<file path="config.mk">
export PLATFORM = sky130hd
export DESIGN_NAME = nand_latch_unit
export DESIGN_NICKNAME = d
export VERILOG_FILES = /design/src/source/nand_pkg.sv /design/src/source/nand_latch_unit.sv
export VERILOG_INCLUDE_DIRS = /design/src /design/src/source
export SDC_FILE = /design/constraint.sdc
export NUM_CORES = 1
export LEC_CHECK = 0
export ABC_AREA = 1
export BUFFER_PORTS_ARGS = -buffer_cell sky130_fd_sc_hd__buf_4
export CORE_MARGIN = 10
export CORE_UTILIZATION = 30
export CTS_BUF_LIST = sky130_fd_sc_hd__clkbuf_4 sky130_fd_sc_hd__clkbuf_8
export CTS_CLUSTER_SIZE = 14
export DETAILED_ROUTE_END_ITERATION = 7
export GPL_TIMING_DRIVEN = 0
export HOLD_SLACK_MARGIN = 0.06
export SLEW_MARGIN = 20
export SYNTH_ARGS = -nofsm -noshare
export SYNTH_HDL_FRONTEND = slang
export SYNTH_SLANG_ARGS = --single-unit
</file>
<file path="constraint.sdc">
create_clock -name clk -period 1 [get_ports clk]
set_input_delay 0.2 -clock clk [delete_from_list [all_inputs] [get_ports clk]]
set_output_delay 0.2 -clock clk [all_outputs]
set_load 0.05 [all_outputs]
</file>
<file path="src/source/nand_consts.svh">
`ifndef NAND_CONSTS_SVH
`define NAND_CONSTS_SVH

// --------------------
// Bus widths
// --------------------

// NAND data bus, x8 parts only
`define NAND_DATA_W 8
// Host side data byte
`define HOST_DATA_W 8

// Bytes returned by READ ID
`define NAND_ID_LEN 5

// --------------------
// NAND opcode bytes
// --------------------
`define OP_RESET 8'hff
`define OP_READ_ID 8'h90
`define OP_READ_STATUS 8'h70

// --------------------
// Timing in clock cycles
// --------------------

// WE# low and high phases
`define T_WP 2
`define T_WH 2

// RE# low and high phases
`define T_RP 2
`define T_REH 2

// Command to R/B# sample point
`define T_WB 4

// Command to first data read
`define T_WHR 6

// Delay counter width
`define DELAY_W 8

// Status after reset, chip disabled and write protected
`define STATUS_RESET 8'h08

`endif
</file>
<file path="src/source/nand_pkg.sv">
`include "nand_consts.svh"

package nand_pkg;

	// Host command codes
	typedef enum logic [5:0] {
		NAND_RESET     = 6'd0,
		GET_STATUS     = 6'd1,
		CHIP_ENABLE    = 6'd2,
		CHIP_DISABLE   = 6'd3,
		WRITE_PROTECT  = 6'd4,
		WRITE_ENABLE   = 6'd5,
		RESET_INDEX    = 6'd6,
		GET_ID_BYTE    = 6'd7,
		READ_STATUS    = 6'd8,
		READ_ID        = 6'd9,
		BYPASS_COMMAND = 6'd10,
		BYPASS_ADDRESS = 6'd11,
		BYPASS_DATA_WR = 6'd12,
		BYPASS_DATA_RD = 6'd13
	} host_cmd_e;

	// One host request, opcode plus optional byte
	typedef struct packed {
		host_cmd_e cmd;
		logic [`HOST_DATA_W-1:0] data;
	} host_req_t;

	// Main FSM
	typedef enum logic [1:0] {
		IDLE,
		EXEC,
		WAIT,
		DELAY
	} ctrl_state_e;

	// Position inside one NAND operation
	typedef enum logic [2:0] {
		BEGIN,
		SUBMIT_COMMAND,
		SUBMIT_ADDRESS,
		READ_DATA0,
		READ_DATA1,
		WRITE_DATA0,
		FINISH
	} step_e;

	// Controller status register
	typedef struct packed {
		logic [2:0] reserved;
		logic out_of_range;
		logic write_protected;
		logic chip_enabled;
		logic [1:0] zero;
	} status_t;

	// Pin requests of one latch or IO unit
	typedef struct packed {
		logic latch;
		logic we_n;
		logic re_n;
		logic drive;
		logic [`NAND_DATA_W-1:0] dout;
	} unit_pins_t;

	// NAND control pins
	typedef struct packed {
		logic cle;
		logic ale;
		logic we_n;
		logic re_n;
		logic ce_n;
		logic wp_n;
	} nand_ctrl_t;

endpackage

</file>
<file path="src/source/nand_latch_unit.sv">
`timescale 1ns/1ps
`include "nand_consts.svh"

module nand_latch_unit #(
	// Set for the ALE unit, clear for the CLE unit
	parameter bit is_address = 1'b0
) (
	input logic clk,
	input logic nreset,
	input logic activate,
	input logic [`NAND_DATA_W-1:0] data,
	output logic busy,
	output nand_pkg::unit_pins_t pins
);

	localparam int cycles = `T_WP + `T_WH;
	localparam int cnt_w = $clog2(cycles);
	localparam logic [cnt_w-1:0] last_phase = cnt_w'(cycles - 1);
	localparam logic [cnt_w-1:0] low_end = cnt_w'(`T_WP);

	logic [cnt_w-1:0] phase;
	logic [`NAND_DATA_W-1:0] data_q;

	// Phase counter, busy for exactly T_WP + T_WH cycles
	always_ff @(posedge clk) begin
		if (!nreset) begin
			busy <= 1'b0;
			phase <= '0;
		end else if (!busy) begin
			if (activate) begin
				busy <= 1'b1;
				phase <= '0;
			end
		end else if (phase == last_phase) begin
			busy <= 1'b0;
		end else begin
			phase <= phase + 1'b1;
		end
	end

	// Byte is held for the whole cycle
	always_ff @(posedge clk) begin
		if (activate && !busy) begin
			data_q <= data;
		end
	end

	// Latch line up for the whole cycle, WE# low in the first phase only
	always_comb begin
		pins.latch = busy;
		pins.we_n = !(busy && (phase < low_end));
		pins.re_n = 1'b1;
		pins.drive = busy;
		pins.dout = data_q;
	end

endmodule

</file>
==> out/qor.yml, run 1 <==
worstSetupStartpointType: "register"
powerDensity_nw_per_um2: 1580
core_um2: 1320
drive_gt1_share_pct: 73.0
met1_length_um: 481
hp-class: "input port to register"
crit_fanout: 4
fin_crit_ps: 1230
timing.final.ws_setup_ps: -235
fin_cells: 78
ys_warn_count: 0
grt_pass1_vias: 318
firstDrtPassIters: 2
synth_top_area_share_pct: 56.3
cp-end-kind: "output port"
clockRootBuffer: "clkbuf_4"
nFillCells: 123
totalWireLength_um: 1080
drv_slew: 0
clk-insertion-delay-late_ps: 260
grtUsageTotal_pct: 6.25
post-place-ws_ps: -6.00
arrival_ps: 1030
place.gp.congestion: 0.658
yosysMostFrequentCell: "edfxtp_1"
syn_to_final_growth_pct: 77.4
rows: 13
avgRoutedWirePerCell_um: 13.8
final.period_utilization_pct: 123
dp_cells: 71
route.met2.wl_um: 407
yosysTopAreaCell: "edfxtp_1"
ios: 24
htreeDepth: 1
rsz0062_at_grt: "true"
die_y_um: 57.7
drc: 0
synth.ff_latch_count: 11
place.port_buffers: 22
status: "finished with violations"
worstSetupPathType: "register to output port"
syn_avg_cell_area_um2: 12.5
peakVddDrop_uv: 679
synth.area.top_cells: "edfxtp_1 56%, dfxtp_1 14%, buf_4 5.3%"
clock-sinks: 11
violations: "setup timing"
via_count: 328
fin_skew_ps: 1.99
start_util_pct: 32.4
fin_nets: 76
cts_tree: "yes"
antenna_found_initial: 0
final_cell_area_um2: 757
dieArea_um2: 3330
ys.flop_type: "edfxtp_1"
maxCapViolations: 0
cts_buffers: 3
required_ps: 800
fmax_mhz: 810
synth-edff-count: 8
hold_violations: 0
place_area_um2: 617
leakage_nw: 0.336
die_x_um: 57.7
grt_max_degree: 9
path_clk_slew_ps: 70
wl_met3_um: 186
syn-cell-area_um2: 427
setup_viol: 8
synth_cells: 34
postRouteAntennaNets: 0
gr-total-overflow: 0
synth_nets: 46
maxUsedRoutingLayer: "met3"
drtIter0Drc: 2
synth-async-reset-ratio_pct: 0
yosysSeqAreaShare_pct: 70.4
cts_buffer_depth: 2
diodes: 0
ys_types: 15
grt_pass1_wl_um: 1600
via_per_inst: 4.21
[critical path, stage by stage, from the launching register on]
cell	delay, ps
dfxtp_4	370
inv_4	30
or2_4	220
buf_8	150
[kinds of logic (layout without fill, tap and decap cells)]
logic type	after synthesis	in the layout	synth area share (%)
flops	11	11	70.4
simple gates	10	10	12.0
buf+inv	9	38	10.6
compound gates	2	2	3.23
fa+ha+maj	1	1	2.93
other cells	1	1	0.879
[final timing paths]
check | from | end | slack (ps) | cells past startpoint
setup / recovery | busy | pins[10] | -230 | 3
hold / removal | data[4] | data_q[4] | 120 | 1
setup reg to reg | busy | data_q[2] | 60 | 4
hold reg to reg | phase[1] | phase[1] | 530 | 2
[cell type report]
type / count / area [um^2] / share of cell area (%)
Inverter: 6 / 30.0 / 3.97
Multi-Input combinational cell: 14 / 101 / 13.4
Sequential cell: 11 / 307 / 40.5
Clock buffer: 4 / 30.0 / 3.97
Timing Repair Buffer: 25 / 244 / 32.2
Buffer: 3 / 26.3 / 3.47
Tap cell: 15 / 18.8 / 2.48
[stage by stage]
| stage | util [%] | power (mW) | TNS (ps) | hold slack, ps |
|---|---|---|---|---|
| 2_1_floorplan | - | 0.737 | -9.34 | 299 |
| 3_3_place_gp | 46.8 | 0.828 | -5.78 | 378 |
| 3_5_place_dp | 46.8 | 0.832 | -6.00 | 379 |
| 4_1_cts | 55.5 | 1.20 | -738 | 111 |
| 5_1_grt | 57.5 | 1.26 | -1050 | 99.4 |
| 6_report | 57.5 | 1.20 | -653 | 116 |
[what timing repair did]
item                                    CTS  global route
setup buffers                             3             0
pin swaps                                 0             0
hold buffers                              0             0
gates resized for setup                  17             7
endpoints found under the setup margin   12            23
[routing by layer]
layer  vias up  GRT usage (%)
li1        163              -
met1       142           7.01
met2        23           7.67
met3         0           5.88
met4         0           3.02
met5         -              0
[power by group]
part / leakage (nW) / internal (mW) / switching [mW] / total, mW
registers: 0.103 / 0.525 / 0.0207 / 0.545
logic: 0.215 / 0.144 / 0.198 / 0.342
clock network: 0.0184 / 0.181 / 0.131 / 0.312
total: 0.336 / 0.850 / 0.350 / 1.20
[state kept, by name, summed over array words and instances (netlist names)]
| signal | cells |
|---|---|
| busy | 1 |
| phase | 2 |
| data_q | 8 |
[layout by cell type, fill, tap and decap left out, drive strengths merged]
cell type   n
clkinv      1
or2         1
edfxtp      8
dfxtp       3
o21ai       1
nand3       1
nor2        4
buf        28
conb        1
clkbuf      4
inv         5
a21oi       1
nand2       4
ha          1
(Power assumes the default switching activity.)
==> inputs of run 2 (changes only) <==
--- a/config.mk
+++ b/config.mk
@@ -15,7 +15,9 @@
 export DETAILED_ROUTE_END_ITERATION = 7
 export GPL_TIMING_DRIVEN = 0
 export HOLD_SLACK_MARGIN = 0.06
+export MAX_ROUTING_LAYER = met4
 export SLEW_MARGIN = 20
 export SYNTH_ARGS = -nofsm -noshare
 export SYNTH_HDL_FRONTEND = slang
 export SYNTH_SLANG_ARGS = --single-unit
+export TNS_END_PERCENT = 10
==> run 2 against run 1 <==
The run still ends with setup timing left. Non-clock buffer count increased by 1. Via count increased by 1.2%. Clock power about the same. Register-to-register slack got worse by 40 ps. Maximum frequency decreased by 0.13%. Largest cell class unchanged.
==> out/qor.yml, run 2 (synthesis gave the netlist of run 1 again) <==
hp-class: "input port to register"
drive_gt1_share_pct: 73.4  # +0.42 points
drc: 0  # unchanged
die_y_um: 57.7  # unchanged
top_regs: "data_q (8), phase (2), busy (1)"
violations: "setup timing"
antenna_found_initial: 0  # unchanged
drv_slew: 0  # unchanged
setup_viol: 9  # +1
totalWireLength_um: 1110  # +3.0%
powerDensity_nw_per_um2: 1590  # +0.20%
layout_commonest_cell: "buf_4"
fin_skew_ps: 3.30  # +1.31 ps
dp_cells: 71  # unchanged
rows: 13  # unchanged
largest_reg_flops: 8  # unchanged
die_x_um: 57.7  # unchanged
crit_fanout: 3  # -1
avgRoutedWirePerCell_um: 14.0  # +1.7%
place.port_buffers: 22  # unchanged
fin_crit_ps: 1240  # +1.56 ps
holdBufCountCts: 0  # unchanged
peakVddDrop_uv: 695  # +2.3%
htreeDepth: 1  # unchanged
syn_to_final_growth_pct: 77.1
ios: 24  # unchanged
whs_path_depth: 1  # unchanged
holdWs_ps: 115  # -1.37 ps
crit_family: "flip-flops"
place.gp.congestion: 0.664  # +0.93%
grt_pass1_vias: 324  # +1.9%
grt_max_degree: 9  # unchanged
start_util_pct: 32.4  # unchanged
clk-insertion-delay-late_ps: 260  # about the same
leakage_nw: 0.337  # +0.30%
timing.final.ws_setup_ps: -236  # -1.56 ps
reg2reg_depth: 7  # +3
grt_pass1_wl_um: 1630  # +1.8%
clock-sinks: 11  # unchanged
cp_cell_sequence: "inv_4 > or2_4 > buf_8"
cp.depth: 3  # unchanged
rsz0062_at_grt: "true"
cts_buffer_depth: 2  # unchanged
dieArea_um2: 3330  # unchanged
final.period_utilization_pct: 124  # +0.16 points
gr-total-overflow: 0  # unchanged
arrival_ps: 1040  # about the same
fin_nets: 77  # +1.3%
path_clk_slew_ps: 70  # about the same
cts_tree: "yes"
required_ps: 800  # about the same
critPathMaxStageDelay_ps: 370  # about the same
worstSetupStartpointType: "register"
regMostFlops: "data_q"
fin_cells: 79  # +1.3%
cp-end-kind: "output port"
cpMaxStageDelayCell: "dfxtp_4"
via_count: 332  # +1.2%
mostFrequentLayoutCells: "16 x buf_4, 11 x buf_6, 8 x edfxtp_1, 4 x clkbuf_4"
grtUsageTotal_pct: 6.52  # +0.27 points
final_core_util_pct: 57.4  # -0.095 points
core_um2: 1320  # unchanged
critical_path_buf_inv_count: 2  # unchanged
firstDrtPassIters: 2  # unchanged
clockRootBuffer: "clkbuf_4"
cts_buffers: 3  # unchanged
drtIter0Drc: 2  # unchanged
via_per_inst: 4.20  # about the same
worstSetupPathType: "register to output port"
diodes: 0  # unchanged
hold_violations: 0  # unchanged
maxCapViolations: 0  # unchanged
fmax_mhz: 809  # -0.13%
post-place-ws_ps: -6.00  # unchanged
status: "finished with violations"
postRouteAntennaNets: 0  # unchanged
==> run 2: cell types whose count changed in the layout (fill, tap and decap cells not counted), sizes merged <==
cell and change:
buf +1
==> run 2: final timing paths <==
kind | start | slack [ps] | to
hold / removal | data[4] | 110 | data_q[4]
setup / recovery | busy | -240 | pins[10]
hold reg to reg | phase[1] | 530 | phase[1]
setup reg to reg | busy | 20 | phase[0]
==> run 2: area by class of cell <==
class	count	area, um^2
Buffer	3	22.5
Clock buffer	4	30.0
Fill cell	119	562
Inverter	6	30.0
Multi-Input combinational cell	14	96.3
Sequential cell	11	307
Tap cell	15	18.8
Timing Repair Buffer	26	251
==> run 2: timing repair <==
action / CTS / global route
gates cloned: 0 / 0
setup endpoints to repair: 12 / 23
pin swaps: 0 / 0
endpoints found under the hold margin: 0 / 0
resized for setup: 15 / 7
setup buffers: 2 / 2
==> run 2: metal layers <==
layer | track usage (%) | vias to the layer above | routed length, um
li1 | - | 164 | -
met1 | 7.38 | 145 | 512
met2 | 7.98 | 23 | 429
met3 | 5.23 | 0 | 165
met4 | 3.02 | 0 | 0
met5 | - | - | 0
==> run 2: worst reg2reg max path, delay by kind of cell (launching register included) <==
family,cells,cell delay [ps]
flip-flops,1,370
buffers and inverters,3,240
AND/OR/NAND/NOR,4,260
==> run 2: power breakdown <==
part	switching (mW)	internal (mW)
Sequential	0.0207	0.525
Clock	0.133	0.181
Combinational	0.197	0.144
==> run 2: through the flow <==
step / area (um^2) / setup TNS (ps) / total power [mW]
final: 756 / -906 / 1.20
after global routing: 756 / -1390 / 1.26
after CTS: 716 / -643 / 1.19
after detailed placement: 617 / -6.00 / 0.832
after global placement: 617 / -5.78 / 0.828
after floorplan: 433 / -9.34 / 0.737
==> inputs of run 3 (changes only) <==
==> constraint.sdc (replaced) <==
create_clock -name clk -period 1.61 [get_ports clk]
set_input_delay 0.322 -clock clk [delete_from_list [all_inputs] [get_ports clk]]
set_output_delay 0.322 -clock clk [all_outputs]
set_load 0.05 [all_outputs]
==> run 3 against run 2 <==
Design area fell by 15%. Via count down 9.9%. First-iteration DRC count decreased by 100%. Hold slack improved by 130 ps. Critical path depth is the same. Flip-flop and latch count stayed put. Clock skew shrank 2.1 ps. Critical path type unchanged. Wire length down 12%. The flow now finishes without violations. Global-route usage down 0.14 points. Count of clock-buffer cells in the layout did not move. Combinational power fell by 50%.
==> out/qor.yml, run 3 (synthesis gave the netlist of run 1 again) <==
status: "finished, final reports clean"
drive_gt1_share_pct: 61.7  # -12 points
core_um2: 1320  # unchanged
grt_pass1_wl_um: 1570  # -3.4%
worstSetupPathType: "register to output port"
whs_endpoint: "data_q[6]"
post_cts_buffers: 0  # -2
dieArea_um2: 3330  # unchanged
gr-total-overflow: 0  # unchanged
grt_pass1_vias: 325  # +0.31%
cts_buffers: 3  # unchanged
fin_crit_ps: 1450
dp_cells: 71  # unchanged
syn_to_final_growth_pct: 50.1
drtIter0Drc: 0  # -2
powerDensity_nw_per_um2: 1090  # -32%
rsz0062_at_grt: "false"
start_util_pct: 32.4  # unchanged
p_int_uw: 495  # -42%
fmax_mhz: 691
min_from: "data[6]"
hold_violations: 0  # unchanged
required_ps: 1290  # +490 ps
r2r_start: "busy"
worstSetupStartpointType: "register"
leakage_nw: 0.299  # -11%
fin_cells: 75  # -5.1%
reg2reg_depth: 3  # -4
dpl.hpwl_um: 838
hp-class: "input port to register"
drv_slew: 0  # unchanged
holdWs_ps: 240  # +125 ps
ios: 24  # unchanged
drc: 0  # unchanged
share_comb_of_total_power_pct: 24.6  # -3.8 points
die_y_um: 57.7  # unchanged
holdBufCountCts: 0  # unchanged
cts_tree: "yes"
cts_buffer_depth: 2  # unchanged
avgRoutedWirePerCell_um: 12.9  # -7.6%
crit_fanout: 5  # +2
layout_commonest_cell: "buf_4"
cp-end-kind: "output port"
path_clk_slew_ps: 60  # about the same
whs_path_depth: 1  # unchanged
clock-sinks: 11  # unchanged
peakVddDrop_uv: 378  # -46%
rr_endpoint: "data_q[3]"
grtUsageTotal_pct: 6.38  # -0.14 points
fin_tns_setup_ps: 0  # +906 ps
antenna_found_initial: 0  # unchanged
place.port_buffers: 22  # unchanged
mostFrequentLayoutCells: "25 x buf_4, 8 x edfxtp_1, 4 x clkbuf_4"
via_count: 299  # -9.9%
setup_viol: 0  # -9
final.period_utilization_pct: 89.9
post-place-ws_ps: 440  # +446 ps
postRouteAntennaNets: 0  # unchanged
total_power_uw: 696  # -42%
diodes: 0  # unchanged
clockPowerShare_pct: 27.6  # +1.4 points
largest_reg_flops: 8  # unchanged
cts_resized: 0  # -15
htreeDepth: 1  # unchanged
firstDrtPassIters: 1  # -1
arrival_ps: 1130  # +90 ps
maxCapViolations: 0  # unchanged
grt_max_degree: 9  # unchanged
rrSetupSlack_ps: 570  # +550 ps
fin_nets: 73  # -5.2%
clockRootBuffer: "clkbuf_4"
swShare_pct: 29.0  # -0.27 points
die_x_um: 57.7  # unchanged
crit_start: "busy"
place.gp.congestion: 0.644  # -3.0%
via_per_inst: 3.99  # -5.1%
timing.final.ws_setup_ps: 163  # +399 ps
power_frac_seq_pct: 47.8  # +2.4 points
regMostFlops: "data_q"
rows: 13  # unchanged
switchingPower_uw: 202  # -43%
totalWireLength_um: 971  # -12%
top_regs: "data_q (8), phase (2), busy (1)"
fin_skew_ps: 1.17  # -2.13 ps
clk-insertion-delay-late_ps: 250  # about the same
-- run 3: changes by cell type in the layout (fill, tap and decap cells not counted), moves of 2 or more --
cell / delta
buf_6: -11
buf_4: +9
dfxtp_1: +3
buf_8: -2
dfxtp_2: -2
-- run 3: worst max path at each step --
stage	slack [ps]	to	depth (start not counted)
global route	70	pins[10]	3
floorplan	100	pins[10]	2
detailed placement	440	pins[10]	3
global placement	430	pins[10]	3
finish	160	pins[10]	3
CTS	140	pins[10]	3
-- run 3: final cells by class --
| cell class | count | area [um^2] |
|---|---|---|
| tap | 15 | 18.8 |
| multi-input combinational | 14 | 81.3 |
| inverter | 6 | 22.5 |
| sequential | 11 | 300 |
| timing repair buffer | 22 | 165 |
| buffer | 3 | 22.5 |
| fill | 128 | 677 |
| clock buffer | 4 | 30.0 |
-- run 3: power by group through the flow --
stage	Clock, mW	Sequential, mW	Combinational, mW
5_1_grt	0.222	0.335	0.182
6_report	0.192	0.333	0.171
3_3_place_gp	0	0.340	0.172
2_1_floorplan	0	0.390	0.0643
4_1_cts	0.204	0.333	0.174
3_5_place_dp	0	0.340	0.173
-- run 3: worst max-delay path, stage by stage (launching register included) --
cell     delay (ps)
dfxtp_1         400
inv_2            70
or2_1           210
buf_4           190
-- run 3: per-stage QoR --
stage / util, % / cell area, um^2
floorplan: - / 427
global placement: 46.3 / 611
detailed placement: 46.3 / 611
CTS: 48.6 / 641
global route: 48.6 / 641
finish: 48.6 / 641
-- run 3: layer usage --
layer,GRT usage (%),vias to the layer above,wire (um)
li1,-,155,-
met2,7.06,25,324
met1,8.10,119,524
met5,-,-,0
met4,4.03,0,0
met3,3.92,0,122
