<file path="src/source/nand_consts.svh">
`ifndef NAND_CONSTS_SVH
`define NAND_CONSTS_SVH

// --------------------
// Bus widths
// --------------------

// NAND data bus, x8 parts only
`define NAND_DATA_W 8
// Host side data byte
`define HOST_DATA_W 8

// Bytes returned by READ ID
`define NAND_ID_LEN 5

// --------------------
// NAND opcode bytes
// --------------------
`define OP_RESET 8'hff
`define OP_READ_ID 8'h90
`define OP_READ_STATUS 8'h70

// --------------------
// Timing in clock cycles
// --------------------

// WE# low and high phases
`define T_WP 2
`define T_WH 2

// RE# low and high phases
`define T_RP 2
`define T_REH 2

// Command to R/B# sample point
`define T_WB 4

// Command to first data read
`define T_WHR 6

// Delay counter width
`define DELAY_W 8

// Status after reset, chip disabled and write protected
`define STATUS_RESET 8'h08

`endif
</file>
<file path="src/source/nand_pkg.sv">
`include "nand_consts.svh"

package nand_pkg;

	// Host command codes
	typedef enum logic [5:0] {
		NAND_RESET     = 6'd0,
		GET_STATUS     = 6'd1,
		CHIP_ENABLE    = 6'd2,
		CHIP_DISABLE   = 6'd3,
		WRITE_PROTECT  = 6'd4,
		WRITE_ENABLE   = 6'd5,
		RESET_INDEX    = 6'd6,
		GET_ID_BYTE    = 6'd7,
		READ_STATUS    = 6'd8,
		READ_ID        = 6'd9,
		BYPASS_COMMAND = 6'd10,
		BYPASS_ADDRESS = 6'd11,
		BYPASS_DATA_WR = 6'd12,
		BYPASS_DATA_RD = 6'd13
	} host_cmd_e;

	// One host request, opcode plus optional byte
	typedef struct packed {
		host_cmd_e cmd;
		logic [`HOST_DATA_W-1:0] data;
	} host_req_t;

	// Main FSM
	typedef enum logic [1:0] {
		IDLE,
		EXEC,
		WAIT,
		DELAY
	} ctrl_state_e;

	// Position inside one NAND operation
	typedef enum logic [2:0] {
		BEGIN,
		SUBMIT_COMMAND,
		SUBMIT_ADDRESS,
		READ_DATA0,
		READ_DATA1,
		WRITE_DATA0,
		FINISH
	} step_e;

	// Controller status register
	typedef struct packed {
		logic [2:0] reserved;
		logic out_of_range;
		logic write_protected;
		logic chip_enabled;
		logic [1:0] zero;
	} status_t;

	// Pin requests of one latch or IO unit
	typedef struct packed {
		logic latch;
		logic we_n;
		logic re_n;
		logic drive;
		logic [`NAND_DATA_W-1:0] dout;
	} unit_pins_t;

	// NAND control pins
	typedef struct packed {
		logic cle;
		logic ale;
		logic we_n;
		logic re_n;
		logic ce_n;
		logic wp_n;
	} nand_ctrl_t;

endpackage

</file>
<file path="src/source/nand_controller.sv">
`timescale 1ns/1ps
`include "nand_consts.svh"

module nand_controller (
	input logic clk,
	input logic nreset,
	input logic activate,
	input nand_pkg::host_req_t req,
	output logic busy,
	output logic [`HOST_DATA_W-1:0] data_out,
	output logic cmd_act,
	output logic addr_act,
	output logic wr_act,
	output logic rd_act,
	output logic [`NAND_DATA_W-1:0] cmd_data,
	output logic [`NAND_DATA_W-1:0] addr_data,
	output logic [`NAND_DATA_W-1:0] wr_data,
	input logic cmd_busy,
	input logic addr_busy,
	input logic wr_busy,
	input logic rd_busy,
	input logic rnb,
	input logic [`NAND_DATA_W-1:0] rd_data,
	output logic ce_n,
	output logic wp_n
);

	localparam int idx_w = $clog2(`NAND_ID_LEN + 1);
	localparam logic [idx_w-1:0] id_len = idx_w'(`NAND_ID_LEN);
	localparam logic [idx_w-1:0] id_last = idx_w'(`NAND_ID_LEN - 1);
	localparam logic [`DELAY_W-1:0] wb_cycles = `T_WB;
	localparam logic [`DELAY_W-1:0] whr_cycles = `T_WHR;

	nand_pkg::ctrl_state_e state;
	nand_pkg::ctrl_state_e ret_state;
	nand_pkg::step_e step;
	nand_pkg::host_req_t req_q;
	nand_pkg::status_t status;
	logic [`DELAY_W-1:0] delay;
	logic [idx_w-1:0] index;
	logic [`NAND_DATA_W-1:0] id_buf [`NAND_ID_LEN];
	logic units_idle;

	assign busy = (state != nand_pkg::IDLE);
	assign units_idle = !(cmd_busy | addr_busy | wr_busy | rd_busy);

	// --------------------
	// Unit activation
	// --------------------
	always_comb begin
		cmd_act = 1'b0;
		addr_act = 1'b0;
		wr_act = 1'b0;
		rd_act = 1'b0;
		if (state == nand_pkg::EXEC) begin
			case (step)
				nand_pkg::BEGIN: begin
					cmd_act = req_q.cmd inside {nand_pkg::NAND_RESET, nand_pkg::READ_STATUS,
						nand_pkg::READ_ID, nand_pkg::BYPASS_COMMAND};
					addr_act = (req_q.cmd == nand_pkg::BYPASS_ADDRESS);
				end
				// READ ID address cycle
				nand_pkg::SUBMIT_COMMAND: addr_act = (req_q.cmd == nand_pkg::READ_ID);
				nand_pkg::WRITE_DATA0: wr_act = 1'b1;
				nand_pkg::READ_DATA0: rd_act = 1'b1;
				default: ;
			endcase
		end
	end

	// Opcode bytes, host byte for the bypass operations
	always_comb begin
		case (req_q.cmd)
			nand_pkg::NAND_RESET: cmd_data = `OP_RESET;
			nand_pkg::READ_STATUS: cmd_data = `OP_READ_STATUS;
			nand_pkg::READ_ID: cmd_data = `OP_READ_ID;
			default: cmd_data = req_q.data;
		endcase
		addr_data = (req_q.cmd == nand_pkg::READ_ID) ? '0 : req_q.data;
	end

	assign wr_data = req_q.data;

	// --------------------
	// Main FSM
	// --------------------
	always_ff @(posedge clk) begin
		if (!nreset) begin
			state <= nand_pkg::IDLE;
			ret_state <= nand_pkg::IDLE;
			step <= nand_pkg::BEGIN;
			delay <= '0;
			index <= '0;
			status <= nand_pkg::status_t'(`STATUS_RESET);
			ce_n <= 1'b1;
			wp_n <= 1'b0;
		end else begin
			case (state)
				nand_pkg::IDLE: begin
					if (activate) begin
						state <= nand_pkg::EXEC;
						step <= nand_pkg::BEGIN;
					end
				end
				// Loaded delay first, then units idle and chip ready
				nand_pkg::WAIT: begin
					if (delay != '0) begin
						delay <= delay - 1'b1;
					end else if (units_idle && rnb) begin
						state <= ret_state;
					end
				end
				nand_pkg::DELAY: begin
					if (delay != '0) begin
						delay <= delay - 1'b1;
					end else begin
						state <= ret_state;
					end
				end
				default: begin
					case (req_q.cmd)
						nand_pkg::GET_STATUS: state <= nand_pkg::IDLE;
						nand_pkg::CHIP_ENABLE: begin
							ce_n <= 1'b0;
							status.chip_enabled <= 1'b1;
							state <= nand_pkg::IDLE;
						end
						nand_pkg::CHIP_DISABLE: begin
							ce_n <= 1'b1;
							status.chip_enabled <= 1'b0;
							state <= nand_pkg::IDLE;
						end
						nand_pkg::WRITE_PROTECT: begin
							wp_n <= 1'b0;
							status.write_protected <= 1'b1;
							state <= nand_pkg::IDLE;
						end
						nand_pkg::WRITE_ENABLE: begin
							wp_n <= 1'b1;
							status.write_protected <= 1'b0;
							state <= nand_pkg::IDLE;
						end
						nand_pkg::RESET_INDEX: begin
							index <= '0;
							state <= nand_pkg::IDLE;
						end
						// Past the last ID byte the index wraps and flags the miss
						nand_pkg::GET_ID_BYTE: begin
							if (index < id_len) begin
								index <= index + 1'b1;
								status.out_of_range <= 1'b0;
							end else begin
								index <= '0;
								status.out_of_range <= 1'b1;
							end
							state <= nand_pkg::IDLE;
						end
						default: begin
							case (step)
								nand_pkg::BEGIN: begin
									ret_state <= nand_pkg::EXEC;
									delay <= '0;
									if (req_q.cmd == nand_pkg::BYPASS_DATA_WR) begin
										step <= nand_pkg::WRITE_DATA0;
									end else if (req_q.cmd == nand_pkg::BYPASS_DATA_RD) begin
										step <= nand_pkg::READ_DATA0;
									end else begin
										// Command or address cycle started in this cycle
										state <= nand_pkg::WAIT;
										step <= (req_q.cmd == nand_pkg::BYPASS_ADDRESS) ?
											nand_pkg::SUBMIT_ADDRESS : nand_pkg::SUBMIT_COMMAND;
									end
								end
								nand_pkg::SUBMIT_COMMAND: begin
									if (req_q.cmd == nand_pkg::READ_ID) begin
										state <= nand_pkg::WAIT;
										step <= nand_pkg::SUBMIT_ADDRESS;
									end else if (req_q.cmd == nand_pkg::READ_STATUS) begin
										delay <= whr_cycles;
										state <= nand_pkg::DELAY;
										step <= nand_pkg::READ_DATA0;
									end else begin
										// Give R/B# time to fall before it is checked
										delay <= wb_cycles;
										state <= nand_pkg::WAIT;
										step <= nand_pkg::FINISH;
									end
								end
								nand_pkg::SUBMIT_ADDRESS: begin
									if (req_q.cmd == nand_pkg::READ_ID) begin
										delay <= whr_cycles;
										state <= nand_pkg::DELAY;
										step <= nand_pkg::READ_DATA0;
										index <= '0;
									end else begin
										delay <= wb_cycles;
										state <= nand_pkg::WAIT;
										step <= nand_pkg::FINISH;
									end
								end
								// Single data byte, done once the writer is idle
								nand_pkg::WRITE_DATA0: begin
									ret_state <= nand_pkg::IDLE;
									state <= nand_pkg::WAIT;
								end
								nand_pkg::READ_DATA0: begin
									state <= nand_pkg::WAIT;
									step <= nand_pkg::READ_DATA1;
								end
								nand_pkg::READ_DATA1: begin
									if (req_q.cmd != nand_pkg::READ_ID) begin
										state <= nand_pkg::IDLE;
									end else if (index == id_last) begin
										index <= '0;
										state <= nand_pkg::IDLE;
									end else begin
										index <= index + 1'b1;
										step <= nand_pkg::READ_DATA0;
									end
								end
								default: state <= nand_pkg::IDLE;
							endcase
						end
					endcase
				end
			endcase
		end
	end

	// --------------------
	// Request, result and ID buffer
	// --------------------
	always_ff @(posedge clk) begin
		if ((state == nand_pkg::IDLE) && activate) begin
			req_q <= req;
		end
		if (state == nand_pkg::EXEC) begin
			case (req_q.cmd)
				nand_pkg::GET_STATUS: data_out <= status;
				nand_pkg::GET_ID_BYTE: data_out <= (index < id_len) ? id_buf[index] : '0;
				nand_pkg::READ_STATUS, nand_pkg::BYPASS_DATA_RD: begin
					if (step == nand_pkg::READ_DATA1) begin
						data_out <= rd_data;
					end
				end
				nand_pkg::READ_ID: begin
					if (step == nand_pkg::READ_DATA1) begin
						id_buf[index] <= rd_data;
					end
				end
				default: ;
			endcase
		end
	end

endmodule

</file>
<file path="config.mk">
export PLATFORM = sky130hd
export DESIGN_NAME = nand_controller
export DESIGN_NICKNAME = d
export VERILOG_FILES = /design/src/source/nand_pkg.sv /design/src/source/nand_controller.sv
export VERILOG_INCLUDE_DIRS = /design/src /design/src/source
export SDC_FILE = /design/constraint.sdc
export NUM_CORES = 1
export LEC_CHECK = 0
export ABC_AREA = 0
export BUFFER_PORTS_ARGS = -buffer_cell sky130_fd_sc_hd__buf_2
export CORE_UTILIZATION = 38
export DETAILED_ROUTE_END_ITERATION = 10
export PLACE_DENSITY_LB_ADDON = 0.2
export SLEW_MARGIN = 5
export SYNTH_ARGS = -nofsm -noshare
export SYNTH_HDL_FRONTEND = slang
export SYNTH_SLANG_ARGS = --single-unit
</file>
<file path="constraint.sdc">
create_clock -name clk -period 2.45 [get_ports clk]
set_clock_uncertainty 0.05 [all_clocks]
set_input_delay 0 -clock clk [delete_from_list [all_inputs] [get_ports clk]]
set_output_delay 0 -clock clk [all_outputs]
set_load 0.03 [all_outputs]
</file>
==> metrics.txt, run 1 <==
flop-to-flop setup slack=340 ps; Max Fclk=434 MHz; Synth Flop Type=edfxtp_1; Initial DRC Count=193; Seq/Total Area, Yosys=53.7%; RSZ-0062 raised after global routing=false; met2 WL=4.86 mm; CTS Buf Count=9; maximum VDD drop=0.000351 V; Sw Share=35.2%; layout cells sized above 1=28.1%; post-synthesis compound-gate area fraction=11.9%; Crit Path Max Fanout=9; Area growth syn-to-layout=24.1%; Total Power=4470 uW; Clk network pwr share=30.0%; gr ovfl total=0; gr usage total=18.4%; Final nets=514; clock slew at reported path FFs=70 ps; Hold Fails Final Rpt=0; Mapped Area=4400 um^2; Yosys top cell by area=edfxtp_1; synthesized area per cell=11.6 um^2; Internal=2900 uW; Post-Syn Nets=417; kind of critical path=register to output pin; Chip Width=110 um; gpl congestion=0.883; port bufs=68; crit path DAT=2250 ps; Setup-failing EPs final=0; clk root buf=clkbuf_16; Total Wirelength=10.2 mm; status=completed; DRC=0; DIE HEIGHT=110 um; Slew @ Worst Pin=602 ps; Period Utilization, post-route=94.0%; xor and xnor area share after synthesis=0.995%; adder-cell share of the synthesized area=2.56%; DIE AREA=12,000 um^2; CORE AREA=11,100 um^2; Syn Inst Count=378; EDFF count, synth=62; switching pwr=1570 uW; Longest Clk Path Bufs=2; PD cells=819 nW/um^2; H-tree level count=3; Rows=38; post-synthesis sequential element count=87; Starting Density=39.7%; yosys warns=0; ant diodes=0; Leakage=0.00204 uW; # Max-Cap Violations=0; Hold Path Class=primary input to register; Sequential Power Share=40.1%; clk sinks=87; main combinational cell family by area after synthesis=simple AND/OR/NAND/NOR gates; drt pass-1 iters=5; DR top layer=met4; post-CTS setup buffer count=0; mux cell area share after synthesis=7.31%; CP Launch Type=register; Vias/cell=5.36; Worst slew margin=59.8%; initial antenna violation count=0; Clk Latency, worst-skew pair=340 ps; number of nets with antenna violations after routing=0; DR WL/cell=16.5 um; TritonCTS clock tree=done; critical path capture point type=output pin; Async SR Flop Fraction=0%; Pins Over Slew Limit=0; via count=3,326; share of the synthesized area in the top cell type=42.3%; Yosys cell types=72; IO Count=69; largest net degree at the start of global routing=19; Final min period=2300 ps; DR WL met3=392 um; wl on met1=4.81 mm; first-pass GRT wire length=16.6 mm; final setup TNS=0 ps; share of total power in combinational logic=29.8%; synth top area cells=edfxtp_1, dfxtp_1, mux4_2, nand2_1, mux2i_1; vias in the first global route=3,256; Util after Layout=49.3%; CP Data Required Time=2400 ps; synthesized-area fraction occupied by and/or/nand/nor cells=18.7%; Detail Placement HPWL=7.25 mm
## per-stage QoR
step           hold WS (ps)  instances  area, um^2  worst slack (ps)
2_1_floorplan          48.9        378        4400              75.6
3_3_place_gp            126        581        4930               358
3_5_place_dp            128        581        4930               347
4_1_cts                59.3        620        5460              69.5
5_1_grt                 101        620        5460              32.0
6_report               75.4        620        5460               146
## registers in the layout (all words and copies together) (netlist names), named ones only
| name | count |
|---|---|
| state | 2 |
| index | 3 |
| step | 3 |
| data_out | 8 |
| id_buf | 40 |
| req_q | 6 |
| delay | 8 |
| ret_state | 1 |
| ce_n | 1 |
| wr_data | 8 |
| status | 3 |
| wp_n | 1 |
## cell usage after synthesis, types with 4 or more instances
cell and count:
o221ai_1 5, mux4_2 8, nor4_1 7, a41o_1 4
buf_2 4, or3_1 4, inv_1 11, a21oi_1 16
buf_4 11, and2_1 10, xnor2_1 4, mux2i_1 13
ha_1 9, nor2_1 16, nand3_1 11, nand2_1 41
nand2b_1 7, o21ai_0 12, dfxtp_1 25, a21o_1 7
nor2b_1 4, edfxtp_1 62, clkbuf_1 9, nor3_1 11
## layout by cell type, fill, tap and decap left out, types with 3 or more instances in the layout
cell / instances
inv_6: 4
inv_1: 11
nor2_1: 16
nand2b_1: 7
nor3_1: 11
and2_1: 10
nor2b_1: 4
or3_1: 4
buf_2: 68
xnor2_1: 4
nand3_1: 11
dlygate4sd3_1: 23
and3_1: 3
a21oi_1: 16
clkbuf_16: 9
nand2_1: 41
o21ai_0: 12
dfxtp_1: 25
mux2i_1: 13
nor4_1: 6
edfxtp_1: 62
ha_1: 9
a21o_1: 7
nand4_1: 3
a41o_1: 4
or2_2: 3
o221ai_1: 5
o211ai_1: 3
mux4_2: 8
buf_4: 24
## cell families (layout without fill, tap and decap cells)
logic type                 count (synthesis)  count (layout)
xor gates and xnor gates                   5               5
AOI/OAI and AO/OA                         72              72
muxes                                     22              22
and+or+nand+nor                          142             142
adders and majority gates                  9               9
buffers and inverters                     41             143
DFF                                       87              87
## critical path: stages, from the launching register on
cell and delay (ps):
edfxtp_1 410, buf_4 200, or3_1 390, or3_1 400, nor2_4 190, or3b_2 140
buf_2 180
## layer usage
layer	vias up	GRT usage (%)
li1	1623	-
met1	1608	24.7
met2	82	29.6
met3	13	3.38
met4	0	6.67
met5	-	0
## timing repair
item,CTS,global route
hold endpoints to repair,64,0
endpoints found under the setup margin,0,3
hold buffers,23,0
resized for setup,0,1
## path summary, 6_finish.rpt
kind,startpoint,endpoint,depth (start not counted)
worst max-delay path,req_q[13],cmd_data[4],6
worst min-delay path,activate,step[1],4
worst max register to register,req_q[12],register,6
worst min register to register,status[4],status[4],2
## power groups by stage
stage / clock network, uW / registers (uW) / logic, uW
after CTS: 1370 / 1790 / 1330
final: 1340 / 1800 / 1330
after global placement: 0 / 1820 / 1290
after detailed placement: 0 / 1830 / 1300
after floorplan: 0 / 1800 / 990
after global routing: 1430 / 1810 / 1460
## cell type report
type	count	area (um^2)
Fill cell	1005	5620
Sequential cell	87	2360
Multi-Input combinational cell	250	1830
Timing Repair Buffer	115	751
Clock buffer	9	225
Tap cell	140	175
Clock inverter	7	70.1
Inverter	12	45.0
No activity file was read; power rests on OpenSTA's default activity.
==> run 2, diff against run 1 <==
clock period = 2.7 ns   (was 2.45 ns; I/O delays follow)
==> metrics.txt, run 2 (synthesis results as in run 1) <==
RSZ-0062 raised after global routing=false; Total Wirelength=10.2 mm (-0.66%); hold_ws=37.9 ps (-37.5 ps); first-pass GRT wire length=16.3 mm (-1.4%); final setup TNS=0 ps (unchanged); clk sinks=87 (unchanged); Vias/cell=5.30 (-1.2%); port bufs=68 (unchanged); clk root buf=clkbuf_16; DIE HEIGHT=110 um (unchanged); kind of critical path=register to output pin; Detail Placement HPWL=7.30 mm (+0.69%); via count=3,244 (-2.5%); Period Utilization, post-route=87.9%; CORE AREA=11,100 um^2 (unchanged); Initial DRC Count=174 (-9.8%); Leakage=0.00200 uW (-2.1%); number of nets with antenna violations after routing=0 (unchanged); Worst slew margin=55.7% (-4.0 points); # Max-Cap Violations=0 (unchanged); commonest non-fill, non-tap cell in the layout=buf_2; DIE AREA=12,000 um^2 (unchanged); Final nets=506 (-1.6%); post-CTS setup buffer count=0 (unchanged); layout cells sized above 1=26.7% (-1.4 points); gpl congestion=0.859 (-2.7%); CTS Buf Count=9 (unchanged); DRC=0 (unchanged); Total Power=4060 uW (-9.2%); maximum VDD drop=0.000424 V (+21%); gr usage total=18.3% (-0.15 points); Longest Clk Path Bufs=2 (unchanged); Starting Density=39.7% (unchanged); Final min period=2370 ps; drt pass-1 iters=4 (-1); Pins Over Slew Limit=0 (unchanged); post-route setup slack=328 ps (+181 ps); initial antenna violation count=0 (unchanged); clock slew at reported path FFs=60 ps (about the same); Area growth syn-to-layout=22.6%; TritonCTS clock tree=done; H-tree level count=3 (unchanged); PD cells=753 nW/um^2 (-8.1%); CP Launch Type=register; Setup-failing EPs final=0 (unchanged); Chip Width=110 um (unchanged); critical path capture point type=output pin; commonest non-fill, non-tap cells in the layout=buf_2, edfxtp_1, nand2_1, dfxtp_1, dlygate4sd3_1; largest net degree at the start of global routing=27 (+8); IO Count=69 (unchanged); gr ovfl total=0 (unchanged); Biggest register=id_buf; Clk Latency, worst-skew pair=340 ps (about the same); Max Fclk=422 MHz; Slew @ Worst Pin=659 ps (+56.6 ps); DR WL/cell=16.6 um (+0.64%); max FFs per register=40 (unchanged); crit path DAT=2320 ps (+70 ps); CP Data Required Time=2650 ps (+250 ps); Rows=38 (unchanged); Hold Path Class=primary input to register; Placement Setup Slack=450 ps (+103 ps); ant diodes=0 (unchanged); vias in the first global route=3,167 (-2.7%); Hold Fails Final Rpt=0 (unchanged); Crit Path Max Fanout=10 (+1); status=completed
[run 2: per-stage QoR]
step | instances | util, % | cell area [um^2]
finish | 612 | 48.7 | 5400
global route | 612 | 48.7 | 5400
CTS | 612 | 48.7 | 5400
detailed placement | 574 | 44.0 | 4880
global placement | 574 | 44.0 | 4880
floorplan | 378 | - | 4400
[run 2: area by class of cell]
type | instances | area [um^2]
fill | 999 | 5680
sequential | 87 | 2360
multi-input combinational | 250 | 1830
timing repair buffer | 107 | 688
clock buffer | 10 | 229
tap | 140 | 175
clock inverter | 6 | 68.8
inverter | 12 | 45.0
[run 2: timing repair]
item	CTS	global route
hold buffers	22	0
gates resized for setup	0	0
hold endpoints to repair	61	0
[run 2: critical path, cell delays in order (launching register included)]
cell and delay (ps):
edfxtp_1 550, or3_1 450, or3_1 390, nor2_2 240, or3b_2 160, buf_2 180
[run 2: layer usage]
layer	GRT usage [%]	vias up	routed length, um
met5	0	-	0
met4	8.00	0	128
met3	2.49	8	397
met2	28.4	78	4780
met1	25.4	1556	4850
li1	-	1602	-
[run 2: path summary, 6_finish.rpt]
check,from,cells past startpoint,end,slack (ps)
setup / recovery,req_q[13],5,cmd_data[4],330
hold / removal,nreset,3,status[4],40
setup reg to reg,req_q[11],5,id_buf[0][2],440
hold reg to reg,status[4],2,status[4],420
[run 2: power breakdown]
part	leakage (uW)	internal [uW]	switching, uW
clock network	0.000138	722	521
logic	0.00109	429	725
registers	0.000768	1530	132
